**config.mk**
```make
export PLATFORM = sky130hd
export DESIGN_NAME = led
export DESIGN_NICKNAME = d
export VERILOG_FILES = /design/src/machine_pkg.sv /design/src/led.sv
export SDC_FILE = /design/constraint.sdc
export NUM_CORES = 1
export LEC_CHECK = 0
export ABC_AREA = 1
export BUFFER_PORTS_ARGS = -buffer_cell sky130_fd_sc_hd__buf_2
export CAP_MARGIN = 10
export CORE_MARGIN = 1.5
export CORE_UTILIZATION = 27
export CTS_CLUSTER_DIAMETER = 60
export CTS_CLUSTER_SIZE = 25
export DETAILED_ROUTE_END_ITERATION = 10
export PLACE_DENSITY_LB_ADDON = 0.2
export SLEW_MARGIN = 10
export SYNTH_ARGS = -nofsm -noshare
export SYNTH_HDL_FRONTEND = slang
export SYNTH_SLANG_ARGS = --single-unit
```
**constraint.sdc**
```tcl
create_clock -name clk -period 0.8 [get_ports clk]
set_input_delay 0.04 -clock clk [delete_from_list [all_inputs] [get_ports clk]]
set_output_delay 0.04 -clock clk [all_outputs]
set_load 0.02 [all_outputs]
```
**src/machine_pkg.sv**
```systemverilog
package machine_pkg;

   typedef logic [15:0] addr_t;   // host byte address
   typedef logic [31:0] word_t;   // bus data word
   typedef logic [7:0]  byte_t;   // peripheral data byte
   typedef logic [3:0]  wmask_t;  // one enable per byte of wdata

   typedef struct packed {
      logic   ren;
      logic   wen;
      addr_t  addr;
      word_t  wdata;
      wmask_t wmask;
   } bus_req_t;

   typedef struct packed {
      logic  rd_valid;
      word_t rdata;
   } bus_rsp_t;

   // region tags, compared against the top address bits
   localparam logic [1:0] bram_base  = 2'b00;   // addr[15:14]
   localparam logic [3:0] led_base   = 4'b0100; // addr[15:12]
   localparam logic [3:0] uart_base  = 4'b0101; // addr[15:12]
   localparam logic       spram_base = 1'b1;    // addr[15]
   // 0x6000 to 0x7fff matches none of them

   localparam logic [2:0] uart_data_off   = 3'd0;
   localparam logic [2:0] uart_status_off = 3'd4;

   typedef enum logic [1:0] {
      idle,
      start,
      data,
      stop
   } uart_state_t;

endpackage

```
**src/led.sv**
```systemverilog
module led (
   input  logic                  clk,
   input  logic                  reset,
   input  machine_pkg::bus_req_t req,
   output machine_pkg::bus_rsp_t rsp,
   output logic                  led1,
   output logic                  led2,
   output logic                  led3
);

   logic [2:0]         leds;
   logic               reg_hit;
   machine_pkg::byte_t wbyte;
   machine_pkg::byte_t rdata_q;
   logic               rd_valid_q;

   assign reg_hit = (req.addr[4:0] == 5'd0); // single register at offset 0
   assign wbyte   = req.wdata[7:0];

   always_ff @(posedge clk) begin
      if (reset) begin
         leds <= 3'b000;
      end else if (req.wen && req.wmask[0] && reg_hit) begin
         leds <= wbyte[2:0];
      end
   end

   always_ff @(posedge clk) begin
      if (reset) begin
         rd_valid_q <= 1'b0;
      end else begin
         rd_valid_q <= req.ren;
      end
   end

   always_ff @(posedge clk) begin
      if (req.ren) begin
         rdata_q <= reg_hit ? {5'b00000, leds} : '0;
      end
   end

   assign rsp  = '{rd_valid: rd_valid_q, rdata: machine_pkg::word_t'(rdata_q)};
   assign led1 = leds[0];
   assign led2 = leds[1];
   assign led3 = leds[2];

endmodule

```
; Word-level counts from Yosys, hierarchy flattened
; Index checks and enable logic that the tools add are counted.
[word_totals]
input_bits = 56
wordCells = 7
ff_bits = 12
output_inout_bits = 36
[op_classes]
reduce_logical = 3
[ops]
columns = op, n
row1 = $logic_not A5 Y1, 1
row2 = $logic_and A1 B1 Y1, 2

; Logic depth before layout (Yosys ltp)
[logic_depth]
word_depth = 2
mapped_depth = 6

; Worst setup path after synthesis
; Ideal clock, no wire load.
[synth_path]
kind = reg-to-reg
start = reg leds[0]
end = reg rdata_q[0] (data pin)
path_slack_ns = 0.083
arrival_ns = 0.464
n_path_buf = 0
stages_incl_launch_ff = 3
synth_period_minus_slack_ns = 0.717
path_cell_list = dfxtp_1 -> inv_1 -> nor2_1
[synth_lines]
columns = element, line_no
row1 = from (decl), led.sv:11  ; logic [2:0] leds;
row2 = from (signal assigned), led.sv:24  ; leds <= wbyte[2:0];
row3 = to (signal assigned), led.sv:38  ; rdata_q <= reg_hit ? {5'b00000, leds} : '0;
row4 = to (decl), led.sv:14  ; machine_pkg::byte_t rdata_q;
; No word-level cell between the ends.

; Worst setup path after layout
[layout_path]
start = reg rdata_q[2]
end = out rsp[2] (netlist name)
[layout_lines]
columns = element, line_no
row1 = to (decl), led.sv:5  ; output machine_pkg::bus_rsp_t rsp,
; No word-level cell between the ends.

==> out/qor.yml <==
cells_and_area:
  area_growth_pct: 12.0
  n_fill_cell: 241
  final_core_util_pct: 32.2
  seqCellArea_um2: 174
  multi_input_area_um2: 233
  final_common_cell: "conb_1"
  layout-drive-gt1-share_pct: 31.9
  layout.nets: 151
  final_cell_mix: "29 x conb_1, 16 x buf_2, 11 x inv_1"
  num_antenna_cells: 0
worst_setup_path:
  end_kind: "output pin"
  path_class: "register to output pin"
  worstSetupStartpointType: "register"
  worstPathArrival_ns: 0.77
  crit_buf_inv: 1
  slowest_delay_ns: 0.35
  worstPathMaxFanout: 1
  critical-path-top-delay-family: "flip-flops"
  worstPathRequired_ns: 0.76
  worstRegToRegCells: 2
  path_cells: "buf_2"
  critical_path_depth: 1
  crit_slowest_cell: "edfxtp_1"
timing:
  max_freq_mhz: 1240
  slew_viol_final: 0
  fin_skew_ns: 0.00141
  worst_hold_slack_ns: 0.0352
  setup_slack_ns: -0.00601
  rsz0062_at_grt: "yes"
  setup_violations: 3
  fin_crit_ns: 0.806
  min_period_over_period_pct: 101
  hold_viol_final: 0
global_routing:
  grtUsageMet2_pct: 11.4
  grtUsageMet1_pct: 5.74
  grt.total_usage_pct: 6.77
  antenna_found_initial: 0
  grt_use_met3_pct: 5.56
  grt_max_degree: 5
  globalRouteOverflowTotal: 0
  grt_pass1_wl_um: 1160
  grt.busiest_layer: "met2"
  grt_pass1_vias: 304
yosys:
  ys_ff_latch: 7
  seq_area_frac_synth_pct: 30.2
  syn_inst: 72
  syn_area_per_cell_um2: 7.84
  ys_warn_count: 0
  synthDistinctLibCells: 11
  yosys.area.top_type: "buf_4"
  syn-cell-area_um2: 564
  synth_top_area_share_pct: 39.9
  synth.area.top_cells: "buf_4 40%, edfxtp_1 16%, dfxtp_1 14%"
floorplanning:
  rows: 16
  die_w_um: 48.7
  die_h_um: 48.7
  core_mm2: 0.00196
  dieArea_mm2: 0.00237
  pin_count: 92
  start_util_pct: 28.8
clocking:
  cts_root_buffer: "clkbuf_4"
  clock_latency_ns: 0.25
  clock-sinks: 7
  h-tree-depth: 1
  cts_tree: "done"
  clkTransAtPathRegs_ns: 0.05
  numCtsBuffers: 3
  post_cts_buffers: 0
  cts.path.max_buffers: 2
route:
  dr.pass1.iters: 1
  routedWlPerCell_um: 6.28
  via_per_inst: 3.25
  ant_nets: 0
  drc: 0
  drt_iter0_drc: 0
  vias: 393
  wirelength_um: 760
place:
  gp_congestion: 0.683
  port_buffers: 19
  place_hpwl_um: 616
min_path:
  min_path_cells: 3
  min_path_type: "input pin to register"
power:
  ir_drop_mv: 0.559
  power.leakage_nw: 0.339
  powerDensity_mw_per_mm2: 1460
outcome:
  violations: "setup timing"
  status: "complete, but fails checks"
run:
  cap_violations: 0
cells in the mapped netlist:
| library cell | n |
|---|---|
| inv_1 | 11 |
| nor2_4 | 2 |
| nand3_1 | 3 |
| nand3_4 | 1 |
| buf_4 | 30 |
| nand2_1 | 5 |
| nor2_1 | 10 |
| nor2_2 | 2 |
| dfxtp_1 | 4 |
| conb_1 | 1 |
| edfxtp_1 | 3 |
routing by layer:
| metal | part of all wire, % | up-vias |
|---|---|---|
| met5 | 0 | - |
| met4 | 0 | 0 |
| met3 | 16 | 0 |
| met2 | 45 | 35 |
| met1 | 39 | 162 |
| li1 | - | 196 |
what timing repair did:
action	CTS	global route
cloned	0	0
hold buffers	1	0
endpoints found under the hold margin	1	0
setup endpoints to repair	6	5
gates resized for setup	7	2
cells by family (layout without fill, tap and decap cells):
family                 count (synthesis)  count (layout)  share of synthesized area [%]
DFF                                    7               7                           30.2
and+or+nand+nor                       23              23                           22.0
other                                  1              29                          0.665
buffers and inverters                 41              35                           47.2
power breakdown:
part           switching [mW]  internal [mW]  total [mW]  leakage (nW)
clock network           0.133          0.191       0.323        0.0150
logic                   0.173         0.0425       0.216         0.259
registers             0.00244          0.381       0.384        0.0650
stage by stage:
step	worst slack (ns)	total power, mW	area, um^2	TNS [ns]	instances
5_1_grt	-0.0437	0.986	632	-0.123	121
6_report	-0.00601	0.923	632	-0.0113	121
3_3_place_gp	-0.00937	0.599	573	-0.0211	116
2_1_floorplan	0.0828	0.668	669	0	100
4_1_cts	-0.0259	0.947	624	-0.0659	121
3_5_place_dp	-0.00713	0.599	573	-0.00934	116
cell type report:
cell class,instances,area share [%]
clock buffer,4,4.16
inverter,11,6.53
multi-input combinational,52,36.8
sequential,7,27.5
tap,27,5.35
timing repair buffer,20,19.6
final timing paths:
path              startpoint    endpoint  slack (ns)
hold reg to reg      leds[1]     leds[1]        0.50
setup reg to reg     leds[0]  rdata_q[0]        0.15
setup / recovery  rdata_q[2]      rsp[2]      -0.006
hold / removal       req[53]  rd_valid_q        0.04
flip-flops by register name, summed over array words and instances (netlist names):
name and count:
leds 3, rdata_q 3, rd_valid_q 1
Note: power is estimated with default switching activity, not from simulation.
