--- config.mk ---
export PLATFORM = sky130hd
export DESIGN_NAME = bus_decoder
export DESIGN_NICKNAME = d
export VERILOG_FILES = /design/src/machine_pkg.sv /design/src/bus_decoder.sv
export SDC_FILE = /design/constraint.sdc
export NUM_CORES = 1
export LEC_CHECK = 0
export BUFFER_PORTS_ARGS = -buffer_cell sky130_fd_sc_hd__buf_2
export CORE_AREA = 2 2 171 173
export DETAILED_ROUTE_END_ITERATION = 8
export DIE_AREA = 0 0 173 175
export GPL_ROUTABILITY_DRIVEN = 0
export SLEW_MARGIN = 20
export SYNTH_ARGS = -nofsm -noshare
export SYNTH_HDL_FRONTEND = slang
export SYNTH_SLANG_ARGS = --single-unit
--- constraint.sdc ---
create_clock -name clk -period 1.2 [get_ports clk]
set_clock_uncertainty 0.15 [all_clocks]
set_input_delay 0.06 -clock clk [delete_from_list [all_inputs] [get_ports clk]]
set_output_delay 0.06 -clock clk [all_outputs]
set_load 0.01 [all_outputs]
--- src/machine_pkg.sv ---
package machine_pkg;

   typedef logic [15:0] addr_t;   // host byte address
   typedef logic [31:0] word_t;   // bus data word
   typedef logic [7:0]  byte_t;   // peripheral data byte
   typedef logic [3:0]  wmask_t;  // one enable per byte of wdata

   typedef struct packed {
      logic   ren;
      logic   wen;
      addr_t  addr;
      word_t  wdata;
      wmask_t wmask;
   } bus_req_t;

   typedef struct packed {
      logic  rd_valid;
      word_t rdata;
   } bus_rsp_t;

   // region tags, compared against the top address bits
   localparam logic [1:0] bram_base  = 2'b00;   // addr[15:14]
   localparam logic [3:0] led_base   = 4'b0100; // addr[15:12]
   localparam logic [3:0] uart_base  = 4'b0101; // addr[15:12]
   localparam logic       spram_base = 1'b1;    // addr[15]
   // 0x6000 to 0x7fff matches none of them

   localparam logic [2:0] uart_data_off   = 3'd0;
   localparam logic [2:0] uart_status_off = 3'd4;

   typedef enum logic [1:0] {
      idle,
      start,
      data,
      stop
   } uart_state_t;

endpackage

--- src/bus_decoder.sv ---
module bus_decoder (
   input  logic                  clk,
   input  logic                  reset,
   input  machine_pkg::bus_req_t host_req,
   output machine_pkg::bus_rsp_t host_rsp,
   output machine_pkg::bus_req_t bram_req,
   input  machine_pkg::bus_rsp_t bram_rsp,
   output machine_pkg::bus_req_t spram_req,
   input  machine_pkg::bus_rsp_t spram_rsp,
   output machine_pkg::bus_req_t led_req,
   input  machine_pkg::bus_rsp_t led_rsp,
   output machine_pkg::bus_req_t uart_req,
   input  machine_pkg::bus_rsp_t uart_rsp
);

   logic       bram_sel;
   logic       spram_sel;
   logic       led_sel;
   logic       uart_sel;
   logic       none_sel;
   logic [4:0] rd_sel; // {none, uart, led, spram, bram}, one-hot for the read in flight

   // address, data and mask go everywhere, strobes only to the selected device
   function automatic machine_pkg::bus_req_t gate_req(input machine_pkg::bus_req_t req,
                                                      input logic sel);
      machine_pkg::bus_req_t r;
      r     = req;
      r.ren = req.ren & sel;
      r.wen = req.wen & sel;
      return r;
   endfunction

   always_comb begin
      bram_sel  = (host_req.addr[15:14] == machine_pkg::bram_base);
      led_sel   = (host_req.addr[15:12] == machine_pkg::led_base);
      uart_sel  = (host_req.addr[15:12] == machine_pkg::uart_base);
      spram_sel = (host_req.addr[15] == machine_pkg::spram_base);
      none_sel  = !(bram_sel || led_sel || uart_sel || spram_sel);
   end

   assign bram_req  = gate_req(host_req, bram_sel);
   assign spram_req = gate_req(host_req, spram_sel);
   assign led_req   = gate_req(host_req, led_sel);
   assign uart_req  = gate_req(host_req, uart_sel);

   always_ff @(posedge clk) begin
      if (reset) begin
         rd_sel <= '0;
      end else if (host_req.ren) begin
         rd_sel <= {none_sel, uart_sel, led_sel, spram_sel, bram_sel};
      end else begin
         rd_sel <= '0;
      end
   end

   always_comb begin
      host_rsp = '0;
      case (1'b1)
         rd_sel[0]: host_rsp = bram_rsp;
         rd_sel[1]: host_rsp = spram_rsp;
         rd_sel[2]: host_rsp = led_rsp;
         rd_sel[3]: host_rsp = uart_rsp;
         rd_sel[4]: host_rsp.rd_valid = 1'b1; // unmapped, data stays zero
         default:   host_rsp = '0;
      endcase
   end

endmodule

# Yosys cells after proc, flatten, opt, wreduce, memory -nomap -nowiden
# Cells that the tools add are included.
word_totals:
  ff_bits: 5
  word_cells: 27
  output_inout_bits: 249
classes:
  n_eq_ne: 2
  n_mux: 9
  bitwise_logic: 9
  reduce_logical: 6
op_table:
  columns: ["op", "count"]
  rows:
  - ["$mux W32", 4]
  - ["$and A1 B1 Y1", 8]
  - ["$eq A4 B3 Y1 const B", 2]
  - ["$mux W1", 5]
  - ["$logic_or A1 B1 Y1", 3]
  - ["$logic_not A2 Y1", 1]
  - ["$reduce_or A2 Y1", 1]
  - ["$logic_not A1 Y1", 1]
  - ["$not A1 Y1", 1]

# Depth between registers and ports, before layout
logic_depth:
  word_depth: 5
  ltp_mapped: 5
  ltp_nobuf: 3

# Least setup slack after synthesis
# No wires, ideal clock.
synth_path:
  kind: "reg-to-output"
  from: "reg rd_sel[2]"
  to: "out host_rsp[0] in the netlist's numbering"
  path_stages_with_launch: 6
  t_required_ns: 0.990
  path_slack_ns: -0.100
  path_buffers: 2
  arrival_ns: 1.090
  path_cell_list: "dfxtp_1 -> buf_6 -> nor2b_4 -> buf_6 -> a221oi_2 -> o31ai_2"
synth_lines:
  columns: ["item", "line", "text"]
  rows:
  - ["from (decl)", "bus_decoder.sv:21", "logic [4:0] rd_sel;"]
  - ["from (signal assigned)", "bus_decoder.sv:50", "rd_sel <= {none_sel, uart_sel, led_sel, spram_sel, bram_sel};"]
  - ["to (decl)", "bus_decoder.sv:5", "output machine_pkg::bus_rsp_t host_rsp,"]

==> metrics.md <==
| Metric | Value |
|---|---|
| Total setup violations reported at the end of the flow | 33 |
| Mapped Cells | 392 |
| Pre-antenna DRT Iters | 4 |
| Master cell of the clock root buffer | sky130_fd_sc_hd__clkbuf_16 |
| Registers with the most flip-flops | rd_sel (5) |
| Worst vdd rail ir drop | 596.0 µV |
| Worst hold-check slack | 0.0008971 ns |
| Final Routed Wirelength | 11970 µm |
| Hold violation total from the final report | 0 |
| Final count of pins violating max slew | 0 |
| Number of port buffers | 196 |
| Worst slew pin tran | 0.4999 ns |
| Worst-case setup margin in the final layout | -0.4927 ns |
| Max Cap Viol | 0 |
| Layout net count | 624 |
| Vert. Die Dim | 175 µm |
| Post-DR wirelength/cell | 14.58 µm |
| Core Rows | 62 |
| Final core utilization | 14.16% |
| Initial detailed-routing violation count | 65 |
| Ordered cell list for the critical path | nor2b_4 > buf_12 > buf_12 > a221oi_4 > o31ai_2 > buf_2 |
| Crit-path max cell delay | 0.33 ns |
| WS Path Type | reg -> out |
| P&R area growth vs syn | 27.86% |
| Number of buffer and inverter stages on the critical path | 3 |
| Mean instance size in the synthesized netlist | 8.021 µm² |
| Drt via density | 3.256 |
| Final sum of negative setup slack | -14.79 ns |
| Max FFs per register | 5 |
| Register cell area after layout | 115.1 µm² |
| Ratio of cells with drive above 1 in the final layout | 66.90% |
| Register with the most flip-flops | rd_sel |
| DP Wirelength | 8886 µm |
| Leakage power of the design | 1.750 nW |
| Wire length the detailed router placed on met1 | 4783 µm |
| Count of different cell masters after synthesis | 23 |
| Number of synthesis warnings | 0 |
| Main synth FF type | sky130_fd_sc_hd__dfxtp_1 |
| Vias after detailed routing | 2673 |
| Worst min-delay path category | in -> reg |
| Max Fclk | 590.8 MHz |
| Detail Route Antenna Nets | 0 |
| GRT Resource Usage Total | 6.946% |
| Maximum buffer depth of the clock tree | 2 |
| Met2 Wirelength | 6138 µm |
| Fill count | 3257 |
| Mapped Nets | 580 |
| Element type at the critical path start | flop |
| GRT Residual Overflow | 0 |
| Ys async rst share | 0% |
| Library cell appearing most often on the critical path | sky130_fd_sc_hd__buf_12 |
| Critical Path Fanout Max | 6 |
| Power per Cell Area | 468.4 mW/mm² |
| Num CTS Buffers | 3 |
| Cell area after technology mapping | 0.003144 mm² |
| Register bit count reported by yosys | 5 |
| Overall power | 1.883 mW |
| Number of top-level design ports | 437 |
| Global-route wire length before repair | 16180 µm |
| Slowest cell on crit path | sky130_fd_sc_hd__dfxtp_4 |
| CORE AREA | 0.02839 mm² |
| Unrepaired setup endpoints after global routing | yes |
| Hold path start | host_req[48] |
| Antenna violations before repair | 2 |
| CTS tree | done |
| Effective utilization at floorplan | 11.07% |
| Number of synthesized flops with an enable pin | 0 |
| Pin count of the biggest net entering global routing | 31 |
| Area of combinational cells with multiple inputs | 0.001493 mm² |
| Horizontal die dimension | 173 µm |
| Launch point of the critical path | rd_sel[3] |
| Via count of the first global-routing pass | 2679 |
| Final critical delay including setup and external delays | 1.693 ns |
| DRC violation count after routing | 0 |
| Sequential-to-total area share from yosys stat | 3.183% |
| Number of sinks driven by the clock tree | 5 |
| Clock transition at the register clock pins on the worst setup and hold paths after CTS | 0.03 ns |
| Arrival time worst endpoint | 1.48 ns |
| Logic depth of the worst path, buffers included | 6 |
| Hold Path Cell Cnt | 2 |
| Share of the clock period used by the worst path | 141.1% |
| Cell family contributing the most delay on the critical path | buffers and inverters |
| Number of levels the H-tree was split into | 1 |
| Highest metal layer with signal wires | met5 |
| Data required, critical path | 0.99 ns |
| Kind of end point of the critical path | primary output |
| Failing checks | setup timing |
| Met3 wire len | 923 µm |
| Headroom to the max-slew limit | 66.57% |
| Area enclosed by the die boundary | 0.03028 mm² |
| Result of the run | finished, violations left |
[synthesized netlist by cell type (3+ instances only)]
master                     count  area, µm²
sky130_fd_sc_hd__inv_1         4      15.01
sky130_fd_sc_hd__buf_4       210       1577
sky130_fd_sc_hd__buf_2         7      35.03
sky130_fd_sc_hd__and2_1        6      37.54
sky130_fd_sc_hd__nor3_1        3      15.01
sky130_fd_sc_hd__a21oi_1       4      20.02
sky130_fd_sc_hd__o31ai_2      30      375.4
sky130_fd_sc_hd__nand2_1      33      123.9
sky130_fd_sc_hd__buf_6         4      45.04
sky130_fd_sc_hd__nor3b_1       4      30.03
sky130_fd_sc_hd__nor2b_1      32      200.2
sky130_fd_sc_hd__clkbuf_1      8      30.03
sky130_fd_sc_hd__dfxtp_1       5      100.1
sky130_fd_sc_hd__a221oi_2     30      450.4
[final timing paths]
| kind | slack [ns] | endpoint |
|---|---|---|
| hold / removal | 0.0009 | rd_sel[2] |
| setup / recovery | -0.49 | host_rsp[16] |
[report_power, final]
group          internal [mW]  switching (mW)  total (mW)
Sequential             0.164         0.00952       0.174
Clock                  0.440           0.104       0.544
Combinational          0.502           0.663        1.17
Total                   1.11           0.777        1.88
[stage by stage]
step	worst slack (ns)	area, µm²	cells
3_5_place_dp	-0.2942	3176	760
6_report	-0.4927	4020	821
2_1_floorplan	-0.06252	3152	392
4_1_cts	-0.5015	3884	814
3_3_place_gp	-0.2320	3176	760
5_1_grt	-0.5591	4015	819
[cells in the final DEF, fill, tap and decap left out, types with 2 or more instances in the layout]
cell / n
sky130_fd_sc_hd__buf_2: 196
sky130_fd_sc_hd__dlygate4sd3_1: 49
sky130_fd_sc_hd__nand2_1: 33
sky130_fd_sc_hd__nor2b_1: 31
sky130_fd_sc_hd__o31ai_2: 30
sky130_fd_sc_hd__a221oi_2: 21
sky130_fd_sc_hd__a221oi_4: 9
sky130_fd_sc_hd__buf_12: 9
sky130_fd_sc_hd__buf_4: 7
sky130_fd_sc_hd__and2_1: 6
sky130_fd_sc_hd__inv_1: 4
sky130_fd_sc_hd__nor3b_1: 4
sky130_fd_sc_hd__clkbuf_16: 4
sky130_fd_sc_hd__dfxtp_4: 4
sky130_fd_sc_hd__a21oi_1: 3
sky130_fd_sc_hd__nor3_1: 3
sky130_fd_sc_hd__buf_6: 3
sky130_fd_sc_hd__diode_2: 2
sky130_fd_sc_hd__o21ai_1: 2
sky130_fd_sc_hd__a22o_1: 2
sky130_fd_sc_hd__nor2b_4: 2
sky130_fd_sc_hd__nand2b_1: 2
sky130_fd_sc_hd__buf_16: 2
[kinds of logic (layout without fill, tap and decap cells)]
family | count (synthesis) | after routing | synth area share, %
and+or+nand+nor | 84 | 84 | 14.37
buffers and inverters | 233 | 276 | 54.12
AOI/OAI and AO/OA | 70 | 70 | 28.33
other | 0 | 2 | 0
DFF | 5 | 5 | 3.184
[layout make-up]
| type | count | area share [%] |
|---|---|---|
| Clock buffer | 4 | 1.961 |
| Tap cell | 384 | 11.95 |
| Inverter | 4 | 0.3735 |
| Multi-Input combinational cell | 154 | 37.13 |
| Antenna cell | 2 | 0.1245 |
| Timing Repair Buffer | 268 | 45.60 |
| Sequential cell | 5 | 2.863 |
[routing by layer]
metal	vias up	GRT usage, %
li1	1215	-
met5	-	0
met2	218	13.07
met4	2	0.4944
met3	8	1.284
met1	1230	8.505
[repair_timing]
item                                    CTS  global route
setup buffers                             1             5
pin swaps                                 1             4
hold buffers                             49             0
gates cloned                              1             1
resized for setup                        15            13
endpoints found under the setup margin   33            33
hold endpoints to repair                193             0
No activity file was read; power rests on OpenSTA's default activity.
