--- config.mk ---
export PLATFORM = sky130hd
export DESIGN_NAME = uart
export DESIGN_NICKNAME = d
export VERILOG_FILES = /design/src/machine_pkg.sv /design/src/uart.sv
export SDC_FILE = /design/constraint.sdc
export NUM_CORES = 1
export LEC_CHECK = 0
export ABC_AREA = 1
export BUFFER_PORTS_ARGS = -buffer_cell sky130_fd_sc_hd__buf_2
export CAP_MARGIN = 10
export CORE_MARGIN = 2
export CORE_UTILIZATION = 46
export DETAILED_ROUTE_END_ITERATION = 12
export GPL_TIMING_DRIVEN = 0
export PLACE_DENSITY = 0.72
export SLEW_MARGIN = 20
export SYNTH_ARGS = -nofsm -noshare
export SYNTH_HDL_FRONTEND = slang
export SYNTH_SLANG_ARGS = --single-unit
--- constraint.sdc ---
create_clock -name clk -period 3.53 [get_ports clk]
set_input_delay 0.1765 -clock clk [delete_from_list [all_inputs] [get_ports clk]]
set_output_delay 0.1765 -clock clk [all_outputs]
set_load 0.005 [all_outputs]
--- src/machine_pkg.sv ---
package machine_pkg;

   typedef logic [15:0] addr_t;   // host byte address
   typedef logic [31:0] word_t;   // bus data word
   typedef logic [7:0]  byte_t;   // peripheral data byte
   typedef logic [3:0]  wmask_t;  // one enable per byte of wdata

   typedef struct packed {
      logic   ren;
      logic   wen;
      addr_t  addr;
      word_t  wdata;
      wmask_t wmask;
   } bus_req_t;

   typedef struct packed {
      logic  rd_valid;
      word_t rdata;
   } bus_rsp_t;

   // region tags, compared against the top address bits
   localparam logic [1:0] bram_base  = 2'b00;   // addr[15:14]
   localparam logic [3:0] led_base   = 4'b0100; // addr[15:12]
   localparam logic [3:0] uart_base  = 4'b0101; // addr[15:12]
   localparam logic       spram_base = 1'b1;    // addr[15]
   // 0x6000 to 0x7fff matches none of them

   localparam logic [2:0] uart_data_off   = 3'd0;
   localparam logic [2:0] uart_status_off = 3'd4;

   typedef enum logic [1:0] {
      idle,
      start,
      data,
      stop
   } uart_state_t;

endpackage

--- src/uart.sv ---
module uart #(
   parameter int clks_per_bit = 8
) (
   input  logic                  clk,
   input  logic                  reset,
   input  machine_pkg::bus_req_t req,
   output machine_pkg::bus_rsp_t rsp,
   output logic                  tx,
   input  logic                  rx
);

   localparam int cnt_bits = $clog2(clks_per_bit + 1);
   localparam logic [cnt_bits-1:0] last_count = cnt_bits'(clks_per_bit - 1);
   localparam logic [cnt_bits-1:0] half_count = cnt_bits'(clks_per_bit / 2 - 1);

   machine_pkg::uart_state_t tx_state;
   logic [cnt_bits-1:0]      tx_count;
   logic [2:0]               tx_bit;
   machine_pkg::byte_t       tx_shift;
   logic                     tx_busy;
   logic                     tx_start;

   machine_pkg::uart_state_t rx_state;
   logic [cnt_bits-1:0]      rx_count;
   logic [2:0]               rx_bit;
   machine_pkg::byte_t       rx_shift;
   machine_pkg::byte_t       rx_byte;
   logic                     rx_valid;
   logic                     rx_meta;
   logic                     rx_sync;
   logic                     data_read;

   machine_pkg::word_t rdata_q;
   logic               rd_valid_q;

   assign tx_busy   = (tx_state != machine_pkg::idle);
   assign tx_start  = req.wen && req.wmask[0] && !tx_busy
                      && (req.addr[2:0] == machine_pkg::uart_data_off); // busy writes dropped
   assign data_read = req.ren && (req.addr[2:0] == machine_pkg::uart_data_off);

   always_ff @(posedge clk) begin
      if (reset) begin
         tx_state <= machine_pkg::idle;
         tx       <= 1'b1;
         tx_count <= '0;
         tx_bit   <= '0;
      end else begin
         case (tx_state)
            machine_pkg::idle: begin
               if (tx_start) begin
                  tx_shift <= req.wdata[7:0];
                  tx       <= 1'b0; // start bit
                  tx_count <= '0;
                  tx_state <= machine_pkg::start;
               end
            end
            machine_pkg::start: begin
               if (tx_count == last_count) begin
                  tx_count <= '0;
                  tx_bit   <= '0;
                  tx       <= tx_shift[0];
                  tx_state <= machine_pkg::data;
               end else begin
                  tx_count <= tx_count + 1'b1;
               end
            end
            machine_pkg::data: begin
               if (tx_count == last_count) begin
                  tx_count <= '0;
                  if (tx_bit == 3'd7) begin
                     tx       <= 1'b1; // stop bit
                     tx_state <= machine_pkg::stop;
                  end else begin
                     tx_bit   <= tx_bit + 1'b1;
                     tx_shift <= tx_shift >> 1;
                     tx       <= tx_shift[1];
                  end
               end else begin
                  tx_count <= tx_count + 1'b1;
               end
            end
            machine_pkg::stop: begin
               if (tx_count == last_count) begin
                  tx_state <= machine_pkg::idle;
               end else begin
                  tx_count <= tx_count + 1'b1;
               end
            end
            default: tx_state <= machine_pkg::idle;
         endcase
      end
   end

   always_ff @(posedge clk) begin
      if (reset) begin
         rx_meta <= 1'b1;
         rx_sync <= 1'b1;
      end else begin
         rx_meta <= rx;
         rx_sync <= rx_meta;
      end
   end

   always_ff @(posedge clk) begin
      if (reset) begin
         rx_state <= machine_pkg::idle;
         rx_count <= '0;
         rx_bit   <= '0;
         rx_valid <= 1'b0;
      end else begin
         if (data_read) begin
            rx_valid <= 1'b0;
         end
         case (rx_state)
            machine_pkg::idle: begin
               if (!rx_sync) begin
                  rx_count <= '0;
                  rx_state <= machine_pkg::start;
               end
            end
            machine_pkg::start: begin
               if (rx_count == half_count) begin // middle of start bit
                  rx_count <= '0;
                  rx_bit   <= '0;
                  rx_state <= rx_sync ? machine_pkg::idle : machine_pkg::data;
               end else begin
                  rx_count <= rx_count + 1'b1;
               end
            end
            machine_pkg::data: begin
               if (rx_count == last_count) begin
                  rx_count <= '0;
                  rx_shift <= {rx_sync, rx_shift[7:1]}; // lsb first
                  if (rx_bit == 3'd7) begin
                     rx_state <= machine_pkg::stop;
                  end else begin
                     rx_bit <= rx_bit + 1'b1;
                  end
               end else begin
                  rx_count <= rx_count + 1'b1;
               end
            end
            machine_pkg::stop: begin
               if (rx_count == last_count) begin
                  if (rx_sync) begin // framing ok
                     rx_byte  <= rx_shift;
                     rx_valid <= 1'b1;
                  end
                  rx_state <= machine_pkg::idle;
               end else begin
                  rx_count <= rx_count + 1'b1;
               end
            end
            default: rx_state <= machine_pkg::idle;
         endcase
      end
   end

   always_ff @(posedge clk) begin
      if (reset) begin
         rd_valid_q <= 1'b0;
      end else begin
         rd_valid_q <= req.ren;
      end
   end

   always_ff @(posedge clk) begin
      if (req.ren) begin
         case (req.addr[2:0])
            machine_pkg::uart_data_off:   rdata_q <= machine_pkg::word_t'(rx_byte);
            machine_pkg::uart_status_off: rdata_q <= {30'd0, rx_valid, tx_busy};
            default:                      rdata_q <= '0;
         endcase
      end
   end

   assign rsp = '{rd_valid: rd_valid_q, rdata: rdata_q};

endmodule

Yosys cells after proc, flatten, opt, wreduce, memory -nomap -nowiden
Cells that the tools add are included.
- register bits after elaboration: 79
- logic and storage cells: 114
- input bits: 57
- output and inout port bits: 34
- add/sub/neg operators: 4
- multiplexer cells: 44
- bitwise operators: 1
- reductions and logical operators: 24
- equality and inequality tests: 26
- operators with widths (operator ; count):
    one-hot mux 8 bit (2 select lines) ; 2
    two-way mux 4 bit ; 7
    != test 2 bit, second input constant ; 14
    two-way mux 8 bit ; 3
    two-way mux 2 bit ; 11
    two-way mux 3 bit ; 6
    one-hot mux 2 bit (4 select lines) ; 2
    one-hot mux 4 bit (4 select lines) ; 1
    AND reduction 4 bit ; 4
    AND reduction 5 bit ; 3
    one-hot mux 3 bit (2 select lines) ; 2
    one-hot mux 4 bit (3 select lines) ; 1
    equality test 3 bit, second input constant ; 3
    adder 4 x 1 -> 4 bit, second input constant ; 2
    equality test 2 bit, second input constant ; 4
    equality test 4 x 3 -> 1 bit, second input constant ; 2
    two-way mux 1 bit ; 8
    nonzero test 2 bit ; 4
    adder 3 x 1 -> 3 bit, second input constant ; 2
    equality test 2 x 1 -> 1 bit, second input constant ; 2
    equality test 4 x 2 -> 1 bit, second input constant ; 1
    logical AND 1 bit ; 4
    logical NOT 2 bit ; 2
    AND reduction 2 bit ; 2
    other kinds (7) ; 7

Depth between registers and ports, before layout
Gate-level depths: netlist of run 1.
- depth in word-level cells: 6
- mapped depth: 10
- depth with buffers taken out: 10

Worst setup path before layout of run 1
OpenSTA, ideal clock, no wires.
- path type: register to register
- from: register tx_state[0]
- to: register tx_shift[0] (enable)
- required time: 3.155 ns
- setup time: 0.375 ns
- setup slack: 1.721 ns
- stages on the path, launching flop included: 7
- buffers on the path: 1
- arrival time: 1.434 ns
- clock period less this slack: 1.809 ns
- cell sequence: dfxtp_1 > inv_1 > ha_1 > buf_2 > nand2_1 > nand4_1 > a21oi_1
- longest elaborated chain between the ends: 6
- elaborated cells on any way between the ends: 11
- those cells by class: 4 x eq/ne; 7 x reduce/logical
- RTL lines (item ; line ; RTL):
    start: declaration ; uart.sv:16 ; machine_pkg::uart_state_t tx_state;
    start signal: assignment ; uart.sv:43 ; tx_state <= machine_pkg::idle;
    start signal: assignment ; uart.sv:54 ; tx_state <= machine_pkg::start;
    start signal: assignment ; uart.sv:62 ; tx_state <= machine_pkg::data;
    nonzero test 2 bit ; uart.sv:36 ; assign tx_busy = (tx_state != machine_pkg::idle);
    logical NOT 1 bit ; uart.sv:37 ; assign tx_start = req.wen && req.wmask[0] && !tx_busy
    logical AND 1 bit ; uart.sv:37 ;
    logical AND 1 bit ; uart.sv:38 ; && (req.addr[2:0] == machine_pkg::uart_data_off);
    != test 2 bit (no source line) ; - ;
    AND reduction 5 bit (no source line) * ; - ;
    end signal: assignment ; uart.sv:51 ; tx_shift <= req.wdata[7:0];
    end signal: assignment ; uart.sv:75 ; tx_shift <= tx_shift >> 1;
    end: declaration ; uart.sv:19 ; machine_pkg::byte_t tx_shift;
Every way passes the cells marked *; elsewhere a longest branch is shown, timed or not.
A chain may end at the register's enable or synchronous reset.

Final worst setup path of run 1
- from: register tx_state[0]
- to: register tx_shift[6] (enable)
The elaborated chain is that of the path after synthesis.

==> implementation parameters, run 1 <==
Parameter                              Value

STA
  Fmax achieved ... about 0.47 GHz
  Post-Route Skew ... 9.448 ps
  Slew at the pin with the worst max-slew slack ... 985.8 ps
  Final Setup Violations ... 0
  Final period demand of the worst path ... between 2000 and 2500 ps
  Worst-case headroom to the max-slew limit ... 33.77%
  Final worst-path setup slack ... approximately 1400 ps
  Final-layout setup total negative slack ... 0 ps
  Part of the cycle the worst path needs ... about 60%
  RSZ-0062 raised after global routing ... no
  Number of endpoints with negative hold slack in the final report ... 0
  Max-slew violations ... 0

Global route
  GR Util All Layers ... about an eighth
  Final global-route overflow total ... 0
  Antenna violations before repair ... 0
  Via count of the first global-routing pass ... 1537
  Pin count of the biggest net entering global routing ... 21
  First-pass GRT wire length ... 6.610 mm

Floorplanning
  Die Width ... roughly 80 um
  Core box area ... approximately 5600 um2
  Ports placed on the boundary ... 91
  Height of the die ... 80.28 um
  Die outline area ... 6444 um2
  Initial cell density of the core ... approximately 48%
  Number of core rows ... 27

Route
  Post-route DRC ... 0
  First DRT Iteration DRCs ... 86
  Aggregate routed wire length ... between 3 and 4 mm
  Number of antenna-violating nets in the routed design ... 0
  DR vias/cell ... roughly 4.4
  Wire length per cell after detailed routing ... between 9 and 10 um
  Iteration count of the initial detailed-routing pass ... 4
  Vias ... around 1900

Clock network
  Maximum level of the CTS H-tree ... 2
  Maximum root-to-sink buffer count ... 2
  CTS buffer count ... 5
  Clk_lat worst skew ... 320 ps
  TritonCTS clock tree ... built
  CTS Hold Buffers Added ... 0
  Clock transition time at the flip-flop clock pins of the worst setup and hold paths ... 100 ps
  Post-CTS Resized ... 0
  Number of sinks driven by the clock tree ... 55
  Cell chosen for the clock root ... clkbuf_8
  Number of buffers inserted by post-CTS setup repair ... 0

Setup path
  Critical Path Start Type ... flop
  Maximum fanout count along the critical path ... 10
  Critical path start-end classification ... reg -> reg
  Required time worst endpoint ... about 3500 ps
  Crit end category ... flop
  Data arrival time of the critical path ... between 2000 and 2500 ps

Placed design
  Number of buffers inserted by port buffering ... 26
  Global placement routability congestion ... between 0.7 and 0.8
  Worst slack at placement ... 1404 ps
  Total placed instance area ... about 3000 um2
  Hpwl dp ... around 3.0 mm

Yosys
  Cell taking the most area after synthesis ... edfxtp_1
  Post-synthesis average cell area ... between 9 and 10 um2
  Sequential share of the synthesized area ... 53.11%
  Synth top area share ... 35.90%
  Netlist area before placement ... approximately 2700 um2
  Netlist cell types ... 33
  Post-synthesis cell count ... between 200 and 300
  Cell types occupying the most area after synthesis ... edfxtp_1 36%, dfxtp_1 17%, nand2_1 9.7%
  Number of flip-flops and latches in the synthesized netlist ... 55
  Synthesis warning total ... 0

Layout
  Final core area utilization ... 55.31%
  Relative area change from synthesis to final layout ... 15.19%
  Fraction of layout instances using a drive strength above 1 ... between 20% and 30%
  Final Instance Area ... between 3000 and 4000 um2
  Final nets ... between 400 and 500
  Number of fillers in the final layout ... 498
  Diode insertion count for antenna repair ... 0

Min path
  Worst min-delay path category ... in -> reg

Power and ir drop
  Static power due to leakage ... 1.426 nW
  Final total power ... around 1.5 mW
  Power density over the cells ... approximately 480 nW/um2
  Peak supply drop ... around 310 uV

Outcome
  Result of the run ... complete, no violations

Job
  Number of violations of the max-capacitance limit ... 0
-- Yosys cell counts, drive strengths merged --
library cell and number:
ha 10, clkinv 2, conb 1, clkbuf 1, nand4 1, o2111ai 1, or2 2, nor3 3
nand3b 1, o21ai 6, nor2 42, a21oi 12, nand3 17, dfxtp 23, nand2 75, o211ai 2
xor2 1, nor3b 2, edfxtp 32, inv 33, buf 27, a31o 1
-- cell usage in the layout (no fill, tap or decap), drive strengths merged, types with 2 or more instances in the layout --
cell | synthesis | routed
or2 | 2 | 2
a21oi | 12 | 12
o211ai | 2 | 2
nor2 | 42 | 42
edfxtp | 32 | 32
nand2 | 75 | 75
nor3 | 3 | 3
inv | 33 | 35
ha | 10 | 10
o21ai | 6 | 6
nor3b | 2 | 2
conb | 1 | 24
clkbuf | 1 | 6
buf | 27 | 53
clkinv | 2 | 3
dfxtp | 23 | 23
nand3 | 17 | 17
-- cells by family (layout without fill, tap and decap cells) --
| logic type | count (synthesis) | after routing | share of synthesized area (%) |
|---|---|---|---|
| adders and majority gates | 10 | 10 | 4.675 |
| and+or+nand+nor | 143 | 143 | 23.94 |
| xor gates and xnor gates | 1 | 1 | 0.3273 |
| AOI/OAI and AO/OA | 22 | 22 | 5.423 |
| other | 1 | 24 | 0.1401 |
| DFF | 55 | 55 | 53.11 |
| buffers and inverters | 63 | 97 | 12.39 |
-- routing by layer --
metal  global-route usage [%]  up-vias  wire, um
li1                         -     1012         -
met1                    17.85      795      2007
met2                    19.83       49      1713
met3                    3.933        6       221
met4                    5.254        0        40
met5                        0        -         0
-- worst paths after layout --
kind,startpoint,end,slack (ps),cells after the start
setup / recovery,tx_state[0],tx_shift[6],1390,6
hold / removal,rx,rx_meta,40,2
setup reg to reg,tx_state[0],tx_shift[6],1390,6
hold reg to reg,rx_meta,rx_sync,420,1
-- state kept, by name, summed over array words and instances (netlist names), 3 cells and up, named ones only --
signal    cells
tx_count      4
rx_bit        3
rx_count      4
rx_shift      8
rx_byte       8
tx_bit        3
tx_shift      8
rdata_q       8
-- final cells by class --
type                       count  area (um2)  share of cell area (%)
buffer                        28       200.2                   6.493
clock buffer                   5       68.82                   2.232
clock inverter                 3       31.28                   1.015
inverter                      35       131.4                   4.261
multi-input combinational    200        1010                   32.75
sequential                    55        1421                   46.10
tap                           72       90.09                   2.922
timing repair buffer          26       130.1                   4.221
-- stage by stage --
stage	hold WS (ps)	instances
2_1_floorplan	246.0	318
3_3_place_gp	360.6	416
3_5_place_dp	360.6	416
4_1_cts	24.28	424
5_1_grt	23.80	424
6_report	36.70	424
-- power by group --
group	internal (mW)	switching [mW]
sequential	0.737	0.0288
clock	0.151	0.225
combinational	0.123	0.210
-- critical path: stages (launching register included) --
cell and delay, ps:
dfxtp_1 380, inv_1 90, ha_1 240, buf_2 200, nand2_1 120, nand4_1 100, a21oi_1 650
No activity file was read; power rests on OpenSTA's default activity.
==> run 2, diff against run 1 <==
- ABC_AREA: 1 -> 0
- CORE_UTILIZATION: 46 -> 45
- PLACE_DENSITY: 0.72 -> 0.74
- clock period: 3.53 -> 1.7 ns (I/O delays scaled with it)
==> run 2 against run 1 <==
  * The run now ends with setup timing left
  * Combinational power up 82%
  * Routed wire length increased by 9.0%
  * Clock skew about the same
  * Largest cell class unchanged
  * Largest power group unchanged
  * First-iteration DRC count grew 15%
  * Highest routed layer unchanged
==> implementation parameters, run 2 <==
Parameter                              Value

Outcome
  Result of the run ... finished, violations left
  Violated checks ... setup timing

Route
  Iteration count of the initial detailed-routing pass ... 4 (unchanged)
  Wire length per cell after detailed routing ... 12.06 um (+28%)
  Post-route DRC ... 0 (unchanged)
  Aggregate routed wire length ... 4.340 mm (+9.0%)
  First DRT Iteration DRCs ... 99 (+15%)
  DR vias/cell ... 4.842 (+10%)
  Vias ... 1743 (-6.4%)
  Number of antenna-violating nets in the routed design ... 0 (unchanged)

STA
  Max-slew violations ... 0 (unchanged)
  RSZ-0062 raised after global routing ... yes
  Part of the cycle the worst path needs ... 100.8% (+40 points)
  Fmax achieved ... 0.5837 GHz (+25%)
  Final period demand of the worst path ... 1713 ps (-429.0 ps)
  Final Setup Violations ... 1 (+1)
  Worst-case headroom to the max-slew limit ... 51.08% (+17 points)
  Number of endpoints with negative hold slack in the final report ... 0 (unchanged)
  Final worst-path setup slack ... -13.17 ps (-1401 ps)
  Slew at the pin with the worst max-slew slack ... 733.8 ps (-252.0 ps)
  Final Hold Slack ... 66.24 ps (+29.54 ps)
  Final-layout setup total negative slack ... -13.17 ps (-13.17 ps)
  Post-Route Skew ... 9.769 ps (+0.3216 ps)

Layout
  Final nets ... 354 (-15%)
  Commonest non-fill, non-tap cell in the layout ... buf_4
  Relative area change from synthesis to final layout ... 23.13%
  Number of fillers in the final layout ... 453 (-9.0%)
  Diode insertion count for antenna repair ... 0 (unchanged)
  Highest-count cells in the layout ignoring fill and taps ... 33 x buf_4, 32 x edfxtp_1, 26 x buf_2
  Multi-input combinational cell area ... 1142 um2 (+13%)
  Area occupied by registers ... 1428 um2 (+0.44%)
  Final Instance Area ... 3217 um2 (+4.3%)
  Number of non-filler instances in the completed layout ... 360 (-15%)
  Fraction of layout instances using a drive strength above 1 ... 36.81% (+11 points)

Clock network
  CTS buffer count ... 5 (unchanged)
  Maximum level of the CTS H-tree ... 2 (unchanged)
  TritonCTS clock tree ... built
  Maximum root-to-sink buffer count ... 2 (unchanged)
  Cell chosen for the clock root ... clkbuf_8
  Clk_lat worst skew ... 310 ps (about the same)
  Number of sinks driven by the clock tree ... 55 (unchanged)
  Clock transition time at the flip-flop clock pins of the worst setup and hold paths ... 100 ps (about the same)

Yosys
  Most numerous cell in the Yosys netlist ... edfxtp_1
  Synth top area share ... 36.78% (+0.88 points)
  Top post-synthesis cells by count ... 32 x edfxtp_1, 26 x buf_4, 23 x dfxtp_1
  Netlist cell types ... 48 (+45%)
  Synthesis warning total ... 0 (unchanged)
  Number of flip-flops and latches in the synthesized netlist ... 55 (unchanged)
  Sequential share of the synthesized area ... 54.41% (+1.3 points)
  Cell taking the most area after synthesis ... edfxtp_1
  Top_reg_cell synth ... edfxtp_1
  Number of flops mapped to enable cells by yosys ... 32 (unchanged)
  Post-synthesis cell count ... 225 (-24%)
  Cell types occupying the most area after synthesis ... edfxtp_1 37%, dfxtp_1 18%, buf_4 7.5%
  Async SR Flop Fraction ... 0% (unchanged)
  Netlist area before placement ... 2613 um2 (-2.4%)
  Post-synthesis average cell area ... 11.61 um2 (+28%)

Power and ir drop
  Power density over the cells ... 935.3 nW/um2 (+95%)
  Portion of total power attributed to the clock network ... 28.9% (+3.4 points)
  Net switching power figure ... 786.8 uW (+70%)
  Switch share ... 26.15% (-5.3 points)
  Static power due to leakage ... 1.350 nW (-5.4%)
  Peak supply drop ... 439.4 uV (+41%)
  Design internal power ... 2.222 mW (+120%)
  Fraction of power consumed by sequential logic ... 50.9% (-1.0 points)
  Proportion of power drawn by combinational gates ... 20.1% (-2.5 points)

Placed design
  Global placement routability congestion ... 0.8180 (+7.8%)
  Placed cell count ... 345 (-17%)
  Worst slack at placement ... -170.7 ps (-1575 ps)
  Number of buffers inserted by port buffering ... 25 (-3.8%)
  Total placed instance area ... 2947 um2 (-1.2%)
  Hpwl dp ... 3.059 mm (+1.5%)

Floorplanning
  Die outline area ... 6431 um2 (-0.20%)
  Initial cell density of the core ... 47.15% (-0.86 points)
  Core box area ... 5540 um2 (-0.61%)
  Die Width ... 80.20 um (about the same)
  Height of the die ... 80.20 um (about the same)
  Number of core rows ... 27 (unchanged)
  Ports placed on the boundary ... 91 (unchanged)

Min path
  Worst hold path startpoint ... req[11]
  Worst min-delay path category ... in -> reg

Setup path
  Critical path start-end classification ... reg -> reg
  Start of the worst register-to-register path ... rx_bit[1]
  Critical Path Start ... rx_bit[1]
  Maximum fanout count along the critical path ... 2 (-8)
  Crit end category ... flop
  Data arrival time of the critical path ... 1950 ps (-140 ps)
  Critical Path Start Type ... flop
  Required time worst endpoint ... 1930 ps (-1550 ps)

Global route
  Antenna violations before repair ... 0 (unchanged)
  Via count of the first global-routing pass ... 1538 (+0.065%)
  GR Util All Layers ... 13.85% (+0.64 points)
  Pin count of the biggest net entering global routing ... 19 (-9.5%)
  First-pass GRT wire length ... 6.948 mm (+5.1%)
  Final global-route overflow total ... 0 (unchanged)

Job
  Number of violations of the max-capacitance limit ... 0 (unchanged)
## run 2: cell count changes in the layout (fill, tap and decap cells not counted), sizes merged, moves of 8 or more
cell	before	now
mux2i	0	8
nand3	17	2
mux2	0	8
nand2	75	19
nor2	42	13
inv	35	6
## run 2: critical path, stage by stage, from the launching register on
cell and delay, ps:
dfxtp_2 350, ha_4 160, ha_4 150, and4bb_1 260, o21bai_2 80, or4b_1 510, a21oi_1 130
## run 2: cell type report
cell class	count	area share [%]
Buffer	31	6.923
Clock buffer	5	2.139
Clock inverter	3	1.439
Inverter	5	0.5834
Multi-Input combinational cell	156	35.51
Sequential cell	55	44.38
Tap cell	72	2.800
Timing Repair Buffer	33	6.223
## run 2: per-layer routing
metal | wire, um | part of all wire, % | GRT usage, %
met5 | 0 | 0 | 0
met4 | 52 | 1.2 | 5.085
met3 | 220 | 5.1 | 3.258
met2 | 2072 | 48 | 22.58
met1 | 1994 | 46 | 17.91
## run 2: per-stage QoR
stage	power, mW	util, %
after global placement	2.067	53.18
after global routing	3.165	58.06
after floorplan	1.945	-
final	3.009	58.06
after detailed placement	2.080	53.18
after CTS	3.011	57.43
## run 2: path summary, 6_finish.rpt
kind / depth (start not counted) / end / slack (ps)
worst min-delay path: 2 / tx_shift[7] / 70
worst min register to register: 0 / rx_byte[0] / 430
worst max-delay path: 6 / rx_bit[0] / -10
worst max register to register: 6 / rx_bit[0] / -10
## run 2: kinds of logic (layout without fill, tap and decap cells)
group           after synthesis  count (layout)  synth area share, %
compound gates               33              33                8.525
xor+xnor                      2               2               0.6706
fa+ha+maj                    10              10                4.789
buf+inv                      37              77                9.195
flops                        55              55                54.41
mux                          16              16                6.514
other cells                   1              24               0.1435
simple gates                 71              71                15.76
## run 2: power groups by stage
| stage | Sequential [mW] | Clock [mW] | Combinational, mW |
|---|---|---|---|
| 2_1_floorplan | 1.55 | 0 | 0.394 |
| 4_1_cts | 1.53 | 0.890 | 0.592 |
| 6_report | 1.53 | 0.870 | 0.606 |
| 5_1_grt | 1.54 | 0.951 | 0.671 |
| 3_3_place_gp | 1.55 | 0 | 0.513 |
| 3_5_place_dp | 1.56 | 0 | 0.520 |
## run 2: what timing repair did
item                                    CTS  global route
hold buffers                              1             0
resized for setup                        12             9
endpoints found under the setup margin   33            30
endpoints found under the hold margin     1             0
pin swaps                                 7             3
buffers inserted                          5             2
cloned                                    0             0
